[config.mk]
export PLATFORM = sky130hd
export DESIGN_NAME = sa_top
export DESIGN_NICKNAME = d
export VERILOG_FILES = /design/src/sa_cfg_pkg.sv /design/src/sa_types_pkg.sv /design/src/sa_array.sv /design/src/sa_ctrl.sv /design/src/sa_operand_fifo.sv /design/src/sa_pe.sv /design/src/sa_top.sv
export SDC_FILE = /design/constraint.sdc
export NUM_CORES = 2
export LEC_CHECK = 0
export BUFFER_PORTS_ARGS = -buffer_cell sky130_fd_sc_hd__buf_2
export CORE_MARGIN = 3
export CORE_UTILIZATION = 25
export DETAILED_ROUTE_END_ITERATION = 12
export GPL_TIMING_DRIVEN = 0
export SETUP_SLACK_MARGIN = 0.05
export SYNTH_ARGS = -nofsm -noshare
export SYNTH_HDL_FRONTEND = slang
export SYNTH_SLANG_ARGS = --single-unit
[constraint.sdc]
create_clock -name clk -period 6.9 [get_ports clk]
set_input_delay 1.035 -clock clk [delete_from_list [all_inputs] [get_ports clk]]
set_output_delay 1.035 -clock clk [all_outputs]
set_load 0.02 [all_outputs]
[src/sa_cfg_pkg.sv]
package sa_cfg_pkg;

  // array edge, also the FIFO depth and the number of lanes per stream
  parameter int SIZE = 4;

  // operand width in bits
  parameter int DATA_W = 8;

  // accumulator width in bits; holds SIZE unsigned products of two DATA_W operands
  parameter int ACC_W = 20;

endpackage

[src/sa_types_pkg.sv]
package sa_types_pkg;

  // one-hot controller states
  typedef enum logic [3:0] {
    LOAD  = 4'b0001,
    MAC   = 4'b0010,
    DRAIN = 4'b0100,
    DONE  = 4'b1000
  } ctrl_state_e;

  // flags reported by each operand FIFO
  typedef struct packed {
    logic full;
    logic empty;
  } fifo_status_t;

  // enables sent to each operand FIFO
  typedef struct packed {
    logic wen;
    logic ren;
  } fifo_cmd_t;

endpackage

[src/sa_array.sv]
`timescale 1ns/1ps

module sa_array #(
  parameter int SIZE   = sa_cfg_pkg::SIZE,
  parameter int DATA_W = sa_cfg_pkg::DATA_W,
  parameter int ACC_W  = sa_cfg_pkg::ACC_W
) (
  input  logic                         clk,
  input  logic                         rst,
  input  logic                         en,
  input  logic [SIZE-1:0][DATA_W-1:0]  x_lane,
  input  logic [SIZE-1:0][DATA_W-1:0]  w_lane,
  input  logic [SIZE-1:0]              x_ren,
  input  logic [SIZE-1:0]              w_ren,
  output logic [SIZE*SIZE*ACC_W-1:0]   result
);

  logic [SIZE-1:0][DATA_W-1:0] x_edge;
  logic [SIZE-1:0][DATA_W-1:0] w_edge;
  logic [DATA_W-1:0]           x_fwd [SIZE][SIZE];
  logic [DATA_W-1:0]           w_fwd [SIZE][SIZE];

  // idle lanes feed zero so the cells add nothing
  always_comb begin
    for (int i = 0; i < SIZE; i++) begin
      x_edge[i] = x_ren[i] ? x_lane[i] : '0;
      w_edge[i] = w_ren[i] ? w_lane[i] : '0;
    end
  end

  for (genvar i = 0; i < SIZE; i++) begin : g_row
    for (genvar j = 0; j < SIZE; j++) begin : g_col
      logic [DATA_W-1:0] x_in;
      logic [DATA_W-1:0] w_in;

      if (j == 0) begin : g_x_edge
        assign x_in = x_edge[i];
      end else begin : g_x_chain
        assign x_in = x_fwd[i][j-1];
      end

      if (i == 0) begin : g_w_edge
        assign w_in = w_edge[j];
      end else begin : g_w_chain
        assign w_in = w_fwd[i-1][j];
      end

      sa_pe #(
        .DATA_W(DATA_W),
        .ACC_W (ACC_W)
      ) pe_i (
        .clk  (clk),
        .rst  (rst),
        .en   (en),
        .x_in (x_in),
        .w_in (w_in),
        .x_out(x_fwd[i][j]),
        .w_out(w_fwd[i][j]),
        .acc  (result[(i*SIZE+j)*ACC_W +: ACC_W]) // row-major
      );
    end
  end

endmodule

[src/sa_ctrl.sv]
`timescale 1ns/1ps

module sa_ctrl #(
  parameter int SIZE = sa_cfg_pkg::SIZE
) (
  input  logic                                  clk,
  input  logic                                  rst,
  input  logic                                  x_send_val,
  output logic                                  x_send_rdy,
  input  logic                                  w_send_val,
  output logic                                  w_send_rdy,
  input  sa_types_pkg::fifo_status_t [SIZE-1:0] x_status,
  input  sa_types_pkg::fifo_status_t [SIZE-1:0] w_status,
  output sa_types_pkg::fifo_cmd_t    [SIZE-1:0] x_cmd,
  output sa_types_pkg::fifo_cmd_t    [SIZE-1:0] w_cmd,
  output logic                                  mac_en,
  output logic                                  done
);

  localparam int CNT_W = $clog2(2 * SIZE + 1);

  sa_types_pkg::ctrl_state_e state;

  logic             x_full;
  logic             w_full;
  logic             all_full;
  logic             all_empty;
  logic             lane0_next;
  logic [SIZE-1:0]  ren;
  logic [CNT_W-1:0] cnt;

  always_comb begin
    x_full    = 1'b1;
    w_full    = 1'b1;
    all_empty = 1'b1;
    for (int i = 0; i < SIZE; i++) begin
      x_full    = x_full & x_status[i].full;
      w_full    = w_full & w_status[i].full;
      all_empty = all_empty & x_status[i].empty & w_status[i].empty;
    end
  end

  assign all_full = x_full & w_full;

  // cnt counts MAC cycles for the lane 0 window, then the drain cycles
  always_ff @(posedge clk) begin
    if (rst) begin
      state <= sa_types_pkg::LOAD;
      cnt   <= '0;
    end else begin
      case (state)
        sa_types_pkg::LOAD: begin
          if (all_full) begin
            state <= sa_types_pkg::MAC;
            cnt   <= '0;
          end
        end
        sa_types_pkg::MAC: begin
          if (all_empty) begin
            state <= sa_types_pkg::DRAIN;
            cnt   <= '0;
          end else begin
            cnt <= cnt + 1'b1;
          end
        end
        sa_types_pkg::DRAIN: begin
          if (cnt == CNT_W'(2 * SIZE - 1)) begin
            state <= sa_types_pkg::DONE;
          end else begin
            cnt <= cnt + 1'b1;
          end
        end
        sa_types_pkg::DONE: state <= sa_types_pkg::DONE; // held until reset
        default: state <= sa_types_pkg::LOAD;
      endcase
    end
  end

  // lane 0 reads for exactly SIZE cycles, starting in the first MAC cycle
  assign lane0_next = ((state == sa_types_pkg::LOAD) & all_full) |
                      ((state == sa_types_pkg::MAC) & ~all_empty &
                       (cnt < CNT_W'(SIZE - 1)));

  always_ff @(posedge clk) begin
    if (rst) begin
      ren <= '0;
    end else begin
      ren[0] <= lane0_next;
      for (int i = 1; i < SIZE; i++) begin
        ren[i] <= (state == sa_types_pkg::MAC) & ren[i-1]; // one cycle skew per lane
      end
    end
  end

  assign x_send_rdy = (state == sa_types_pkg::LOAD) & x_send_val & ~x_full;
  assign w_send_rdy = (state == sa_types_pkg::LOAD) & w_send_val & ~w_full;

  always_comb begin
    for (int i = 0; i < SIZE; i++) begin
      x_cmd[i].wen = x_send_rdy;
      x_cmd[i].ren = ren[i];
      w_cmd[i].wen = w_send_rdy;
      w_cmd[i].ren = ren[i];
    end
  end

  assign mac_en = (state == sa_types_pkg::MAC) | (state == sa_types_pkg::DRAIN);
  assign done   = (state == sa_types_pkg::DONE);

endmodule

[src/sa_operand_fifo.sv]
`timescale 1ns/1ps

module sa_operand_fifo #(
  parameter int DATA_W = sa_cfg_pkg::DATA_W,
  parameter int DEPTH  = sa_cfg_pkg::SIZE
) (
  input  logic                      clk,
  input  logic                      rst,
  input  sa_types_pkg::fifo_cmd_t    cmd,
  input  logic [DATA_W-1:0]         wdata,
  output logic [DATA_W-1:0]         rdata,
  output sa_types_pkg::fifo_status_t status
);

  localparam int PTR_W = (DEPTH > 1) ? $clog2(DEPTH) : 1;
  localparam int CNT_W = $clog2(DEPTH + 1);

  logic [DATA_W-1:0] mem [DEPTH];
  logic [PTR_W-1:0]  wr_ptr;
  logic [PTR_W-1:0]  rd_ptr;
  logic [CNT_W-1:0]  count;

  function automatic logic [PTR_W-1:0] next_ptr(input logic [PTR_W-1:0] ptr);
    return (ptr == PTR_W'(DEPTH - 1)) ? '0 : ptr + 1'b1; // wrap at DEPTH
  endfunction

  always_ff @(posedge clk) begin
    if (cmd.wen) begin
      mem[wr_ptr] <= wdata;
    end
  end

  always_ff @(posedge clk) begin
    if (rst) begin
      wr_ptr <= '0;
      rd_ptr <= '0;
      count  <= '0;
    end else begin
      if (cmd.wen) begin
        wr_ptr <= next_ptr(wr_ptr);
      end
      if (cmd.ren) begin
        rd_ptr <= next_ptr(rd_ptr);
      end
      case ({cmd.wen, cmd.ren})
        2'b10:   count <= count + 1'b1;
        2'b01:   count <= count - 1'b1;
        default: count <= count; // idle or simultaneous push and pop
      endcase
    end
  end

  assign rdata        = mem[rd_ptr]; // head visible without a read cycle
  assign status.full  = (count == CNT_W'(DEPTH));
  assign status.empty = (count == '0);

endmodule

[src/sa_pe.sv]
`timescale 1ns/1ps

module sa_pe #(
  parameter int DATA_W = sa_cfg_pkg::DATA_W,
  parameter int ACC_W  = sa_cfg_pkg::ACC_W
) (
  input  logic              clk,
  input  logic              rst,
  input  logic              en,
  input  logic [DATA_W-1:0] x_in,
  input  logic [DATA_W-1:0] w_in,
  output logic [DATA_W-1:0] x_out,
  output logic [DATA_W-1:0] w_out,
  output logic [ACC_W-1:0]  acc
);

  logic [2*DATA_W-1:0] prod;

  assign prod = x_in * w_in; // unsigned

  always_ff @(posedge clk) begin
    if (rst) begin
      x_out <= '0;
      w_out <= '0;
      acc   <= '0;
    end else if (en) begin
      x_out <= x_in;  // moves right next cycle
      w_out <= w_in;  // moves down next cycle
      acc   <= acc + ACC_W'(prod);
    end
  end

endmodule

[src/sa_top.sv]
`timescale 1ns/1ps

module sa_top #(
  parameter int SIZE   = sa_cfg_pkg::SIZE,
  parameter int DATA_W = sa_cfg_pkg::DATA_W,
  parameter int ACC_W  = sa_cfg_pkg::ACC_W
) (
  input  logic                       clk,
  input  logic                       rst,
  input  logic                       x_send_val,
  output logic                       x_send_rdy,
  input  logic [SIZE*DATA_W-1:0]     x_data,
  input  logic                       w_send_val,
  output logic                       w_send_rdy,
  input  logic [SIZE*DATA_W-1:0]     w_data,
  output logic [SIZE*SIZE*ACC_W-1:0] result,
  output logic                       done
);

  sa_types_pkg::fifo_status_t [SIZE-1:0] x_status;
  sa_types_pkg::fifo_status_t [SIZE-1:0] w_status;
  sa_types_pkg::fifo_cmd_t    [SIZE-1:0] x_cmd;
  sa_types_pkg::fifo_cmd_t    [SIZE-1:0] w_cmd;
  logic [SIZE-1:0][DATA_W-1:0]          x_lane;
  logic [SIZE-1:0][DATA_W-1:0]          w_lane;
  logic [SIZE-1:0]                      x_ren;
  logic [SIZE-1:0]                      w_ren;
  logic                                 mac_en;

  sa_ctrl #(
    .SIZE(SIZE)
  ) ctrl_i (
    .clk       (clk),
    .rst       (rst),
    .x_send_val(x_send_val),
    .x_send_rdy(x_send_rdy),
    .w_send_val(w_send_val),
    .w_send_rdy(w_send_rdy),
    .x_status  (x_status),
    .w_status  (w_status),
    .x_cmd     (x_cmd),
    .w_cmd     (w_cmd),
    .mac_en    (mac_en),
    .done      (done)
  );

  // one row FIFO and one column FIFO per lane
  for (genvar i = 0; i < SIZE; i++) begin : g_lane
    sa_operand_fifo #(.DATA_W(DATA_W), .DEPTH(SIZE)) x_fifo_i (
      .clk   (clk),
      .rst   (rst),
      .cmd   (x_cmd[i]),
      .wdata (x_data[i*DATA_W +: DATA_W]),
      .rdata (x_lane[i]),
      .status(x_status[i])
    );

    sa_operand_fifo #(.DATA_W(DATA_W), .DEPTH(SIZE)) w_fifo_i (
      .clk   (clk),
      .rst   (rst),
      .cmd   (w_cmd[i]),
      .wdata (w_data[i*DATA_W +: DATA_W]),
      .rdata (w_lane[i]),
      .status(w_status[i])
    );

    assign x_ren[i] = x_cmd[i].ren;
    assign w_ren[i] = w_cmd[i].ren;
  end

  sa_array #(
    .SIZE  (SIZE),
    .DATA_W(DATA_W),
    .ACC_W (ACC_W)
  ) array_i (
    .clk   (clk),
    .rst   (rst),
    .en    (mac_en),
    .x_lane(x_lane),
    .w_lane(w_lane),
    .x_ren (x_ren),
    .w_ren (w_ren),
    .result(result)
  );

endmodule

After elaboration in Yosys (flattened, before gate mapping):

Memories as Yosys holds them, arrays and structs flattened. A register that Yosys moved wholly into a read port is not among the register bits.
Cells that the tools add are included.

* add/subtract/negate cells: 49
* multipliers: 16
* div/mod/pow operators: 0
* order comparisons: 1
* eq/ne operators: 49
* shifts and indexed selects: 0
* muxes and demuxes: 60
* bitwise logic cells: 29
* reductions and logical operators: 19

Operators by type and width (number)
* adder 20 x 16 -> 20 bit: 16
* multiplier 8 x 8 -> 16 bit: 16
* 2-to-1 mux 2 bit: 32
* 2-to-1 mux 8 bit: 8
* equality test 2 bit, second input constant: 24
* one-hot mux 3 bit (2 select lines): 8
* adder 2 x 1 -> 2 bit, second input constant: 16
* adder 3 x 1 -> 3 bit, second input constant: 8
* AND 1 bit: 24
* equality test 3 bit, second input constant: 8
* zero test 3 bit: 8
* 2-to-1 mux 4 bit: 6
* subtractor 3 x 1 -> 3 bit, second input constant: 8
* equality test 2 x 1 -> 1 bit, second input constant: 8
* one-hot mux 4 bit (4 select lines): 1
* nonzero test 2 bit: 8
* one-hot mux 4 bit (3 select lines): 1
* equality test 4 x 3 -> 1 bit, second input constant: 2
* inequality test 2 x 1 -> 1 bit, second input constant: 3
* AND reduction 3 bit: 2
* adder 4 x 1 -> 4 bit, second input constant: 1
* equality test 4 x 1 -> 1 bit, second input constant: 1
* equality test 4 x 2 -> 1 bit, second input constant: 1
* equality test 4 bit, second input constant: 1
* 6 further kinds: 12

* flip-flop bits (word level): 580
* latch bits: 0
* memory bits (writable): 256
* memory bits (read-only): 0
* input bits: 68
* output and inout bits: 323
* logic and storage cells: 298
* memories kept: 8

Memories
* g_lane[0].w_fifo_i.mem: words 4, bits a word 8, rd ports 1, clocked after memory_dff 1, wr ports 1, line sa_operand_fifo.sv:18 `logic [DATA_W-1:0] mem [DEPTH];`
* g_lane[0].x_fifo_i.mem: words 4, bits a word 8, rd ports 1, clocked after memory_dff 1, wr ports 1, line sa_operand_fifo.sv:18
* g_lane[1].w_fifo_i.mem: words 4, bits a word 8, rd ports 1, clocked after memory_dff 1, wr ports 1, line sa_operand_fifo.sv:18
* g_lane[1].x_fifo_i.mem: words 4, bits a word 8, rd ports 1, clocked after memory_dff 1, wr ports 1, line sa_operand_fifo.sv:18
* g_lane[2].w_fifo_i.mem: words 4, bits a word 8, rd ports 1, clocked after memory_dff 1, wr ports 1, line sa_operand_fifo.sv:18
* g_lane[2].x_fifo_i.mem: words 4, bits a word 8, rd ports 1, clocked after memory_dff 1, wr ports 1, line sa_operand_fifo.sv:18
* 2 more memories

Depth between registers and ports, before layout:

* word-level depth: 12
* depth in mapped cells: 23
* depth with buffers taken out: 22

Modules after synthesis:

From an unflattened synthesis, not the netlist that was laid out.

* cell total of the unflattened synthesis: 8327
* area, all modules: 78838.1 um2

Modules (own cells, without submodules)
* sa_pe (array_i.g_row[1].g_col[2].pe_i ...): times used 5, cells each 477, area an instance 4086.4 um2, seq. area each 720.7 um2
* sa_pe (array_i.g_row[0].g_col[1].pe_i ...): times used 4, cells each 454, area an instance 4003.8 um2, seq. area each 720.7 um2
* sa_operand_fifo: times used 8, cells each 90, area an instance 1605.3 um2, seq. area each 1141.1 um2
* sa_pe (array_i.g_row[3].g_col[0].pe_i ...): times used 3, cells each 461, area an instance 4018.9 um2, seq. area each 720.7 um2
* sa_pe (array_i.g_row[1].g_col[1].pe_i): times used 1, cells each 475, area an instance 4136.5 um2, seq. area each 720.7 um2
* sa_pe (array_i.g_row[3].g_col[3].pe_i): times used 1, cells each 479, area an instance 4119.0 um2, seq. area each 720.7 um2
* sa_pe (array_i.g_row[2].g_col[3].pe_i): times used 1, cells each 457, area an instance 4072.7 um2, seq. area each 720.7 um2
* sa_pe (array_i.g_row[0].g_col[0].pe_i): times used 1, cells each 469, area an instance 4045.1 um2, seq. area each 720.7 um2
* sa_ctrl: times used 1, cells each 79, area an instance 718.2 um2, seq. area each 240.2 um2
* sa_array: times used 1, cells each 64, area an instance 400.4 um2, seq. area each 0.0 um2

Worst setup path after synthesis:

OpenSTA, ideal clock, no wires.

* path type: register to register
* start point: register (tool-made name)
* end point: register array_i.g_row[2].g_col[0].pe_i.acc[16]
* setup time: 122 ps
* data arrival time: 5285 ps
* data required time: 6778 ps
* setup slack: 1493 ps
* stages on the path, launching flop included: 21
* buffers on the path: 1
* clock period less this slack: 5407 ps
* cells stage by stage: dfxtp_1 -> clkbuf_1 -> mux4_2 -> and2_1 -> nand2_1 -> fa_1 -> inv_1 -> fa_1 -> ha_1 -> inv_1 -> fa_1 -> inv_1 -> ha_1 -> a21o_1 -> a21o_1 -> a2111oi_4 -> o31ai_2 -> o311ai_4 -> and2b_1 -> nor4_1 -> a311o_1

RTL lines
* to (signal assigned): line sa_pe.sv:29 `acc <= acc + ACC_W'(prod);`
* to (decl): line sa_pe.sv:14 `output logic [ACC_W-1:0] acc`

==> results.md <==
- Via count: 58,590
- H-tree Lvls: 3
- Routed wire length: 271.9 mm
- EDFF count, synth: 256
- Initial Util: 25.22%
- Yosys warns: 0
- Overflow after GRT: 0
- Routed len/inst: between 20 and 25 um
- CP startpoint kind: flop
- Setup_tns: 0 ns
- 1st-iter DRT viols: 4,583
- Filler Cell Count: 31,010
- Kind of critical path: flop to flop
- # hold bufs at CTS: 0
- DRC: 0
- Worst-case reg-to-reg path depth: 20
- Die area: between 300,000 and 400,000 um2
- Max Cap Viol: 0
- Initial antenna violation count: 53
- Vias in the first global route: between 50,000 and 60,000
- FF-to-FF setup slack: 0.54 ns
- Setup-failing EPs final: 0
- Die height: 548.8 um
- Tmin final: between 6 and 7 ns
- Setup Buffers After CTS: 0
- ANT nets after route: 0
- Seq cells post-synth: 852
- Largest net degree at the start of global routing: 16
- Worst EP arrival: between 6 and 7 ns
- Max-Slew Margin vs Limit: 1.477%
- Max-slew violation count: 0
- Vias per cell: 4.633
- Core Rows: about 200
- Tot GR Track Use: 17.85%
- Die width: 548.8 um
- Worst min path class: flop to flop
- Max clock buf depth: 3
- Status: completed
- Total power after layout: 11.58 mW
- Synthesized area per cell: 9.023 um2
- Cell variety after synth: 84
- Number of CTS-inserted buffers: 99
- Crit. End Element: flop
- Crit path required time: 7.47 ns
- Worst-margin pin slew: 1.478 ns
- Clk slew on worst S/H paths: 0.07 ns
- CTS tree: done
- Setup Skew: 0.04848 ns
- Final hold vios: 0
- Ys async rst share: 0%
- Crit-path max FO: 8
- Fmax: around 160 MHz
- Footprint of the multi-input gates: approximately 47,000 um2
- Seq/Total Area, Yosys: a little over a quarter
- Core Region: 292,100 um2
- LEAKAGE: 39.63 nW
- Final Cycle Share: between 90% and 100%
- RSZ-0062 raised after global routing: no
- Synth Net Count: 9,744
- Layout Nets: 10,240
- 1st-pass router iterations: 6
- First-pass GRT wire length: between 300 and 400 mm
- Top FF cell, synth: dfxtp_1
- Worst skew pair latency: around 0.75 ns
- Synth Instances: ~8,200
- HPWL Detailed: 219.1 mm
- Area grow syn2layout: 14.27%
- Cts repair resizes: 0
- Peak supply drop: a little over 0.0002 V
- Num ports: 391
- Sequential cell area: 19,620 um2
- Worst hold endpoint: array_i.g_row[1].g_col[2].pe_i.acc[7]
- Cell Pwr Density: 137.6 nW/um2
- Layout cell share with drive strength beyond 1: 8.305%
- Cell count of the worst hold path: 2
- Fin area: 84,160 um2
- GPL Wtd Cong: 0.9093
- Worst hold path startpoint: array_i.g_row[1].g_col[2].pe_i.acc[7]
- Reg-to-Reg End: array_i.g_row[2].g_col[0].pe_i.acc[19]
- Placement Cell Area: between 80,000 and 90,000 um2
- Cell Area, Synth: 73,650 um2
- CTS Root Cell: clkbuf_16
- Port-buffer cells: about 390
- Clk sinks: between 800 and 900
==> cell usage after synthesis (117+ instances only) <==
cell / count / area (um2)
inv_1: 1504 / 5645
nand2_1: 1224 / 4594
fa_1: 808 / 16180
ha_1: 705 / 8821
dfxtp_1: 596 / 11930
a21oi_1: 595 / 2978
and2_1: 437 / 2734
clkbuf_1: 294 / 1104
nor2_1: 285 / 1070
and3_1: 273 / 1708
edfxtp_1: 256 / 7687
xnor2_1: 117 / 1025
==> sequential cells by signal (all words and copies together), names as in the netlist, 12 cells and up, named ones only <==
name	count
array_i.g_row.g_col.pe_i.acc	320
g_lane.w_fifo_i.mem	128
g_lane.x_fifo_i.mem	128
array_i.g_row.g_col.pe_i.w_out	96
array_i.g_row.g_col.pe_i.x_out	96
g_lane.w_fifo_i.count	12
g_lane.x_fifo_i.count	12
==> worst max path at each step <==
stage | start | to
detailed placement | flop | array_i.g_row[2].g_col[0].pe_i.acc[19]
global route | flop | array_i.g_row[2].g_col[0].pe_i.acc[19]
finish | flop | array_i.g_row[2].g_col[0].pe_i.acc[19]
CTS | flop | array_i.g_row[2].g_col[0].pe_i.acc[19]
floorplan | flop | array_i.g_row[2].g_col[0].pe_i.acc[16]
global placement | flop | array_i.g_row[2].g_col[0].pe_i.acc[19]
==> kinds of logic after synthesis <==
kind of cell             after synthesis  share of synthesized area (%)
AO/OA/AOI/OAI                       1141                          9.223
buffers and inverters               1881                          9.683
adder cells (fa/ha/maj)             1513                          33.94
flip-flops                           852                          26.64
XOR/XNOR                             192                          2.283
multiplexers                          88                          2.242
AND/OR/NAND/NOR                     2496                          15.99
==> power breakdown <==
| part | total (mW) | switching (mW) | internal, mW |
|---|---|---|---|
| Sequential | 5.27 | 0.0325 | 5.23 |
| Combinational | 0.416 | 0.321 | 0.0954 |
| Clock | 5.89 | 2.47 | 3.42 |
| Total | 11.6 | 2.82 | 8.75 |
==> cells in the final DEF, fill, tap and decap left out, drive strengths merged, types with 61 or more instances in the layout <==
master     n
buf      469
nor2     285
a21o      94
xor2      75
o21ai    174
mux4      61
and2     437
fa       808
a21oi    595
clkbuf   423
inv     1515
ha       705
a211oi    63
dfxtp    596
edfxtp   256
xnor2    117
nand2   1224
and3     273
==> worst max-delay path, cell delays in order (launching register included) <==
cell,delay [ns]
dfxtp_1,0.30
clkbuf_1,0.51
mux4_2,0.71
and2_1,0.28
nand2_1,0.12
fa_1,0.43
inv_1,0.09
fa_1,0.42
ha_1,0.29
inv_1,0.05
fa_1,0.47
inv_1,0.07
fa_1,0.43
a211oi_1,0.35
o21a_1,0.23
o31ai_1,0.15
o41ai_1,0.68
o21ai_0,0.27
nand2_1,0.15
xor2_1,0.16
nor2_1,0.05
==> final cells by class <==
type | count | share of cell area [%]
antenna | 5 | 0.01487
inverter | 1506 | 6.717
multi-input combinational | 5430 | 55.74
sequential | 852 | 23.31
clock inverter | 62 | 1.067
tap | 3900 | 5.798
buffer | 375 | 1.797
clock buffer | 125 | 3.178
timing repair buffer | 392 | 2.382
==> stage by stage <==
step	hold slack, ns	util, %	cells	setup WS [ns]
final	0.4641	28.82	12650	0.5447
after global routing	0.4831	28.81	12640	0.1606
after CTS	0.4540	28.80	12640	0.6082
after detailed placement	0.4570	27.58	12450	0.6466
after global placement	0.4518	27.55	12450	0.6248
after floorplan	0.4491	-	8163	1.493
==> metal layers <==
metal,global-route usage (%),vias up,share of wire (%),wire length (um)
met3,5.754,378,11,29220
met4,7.158,14,4.7,12670
met1,23.38,29100,42,113200
met2,27.09,2108,43,116700
li1,-,26990,-,-
met5,0,-,0.034,92
(Power assumes the default switching activity.)
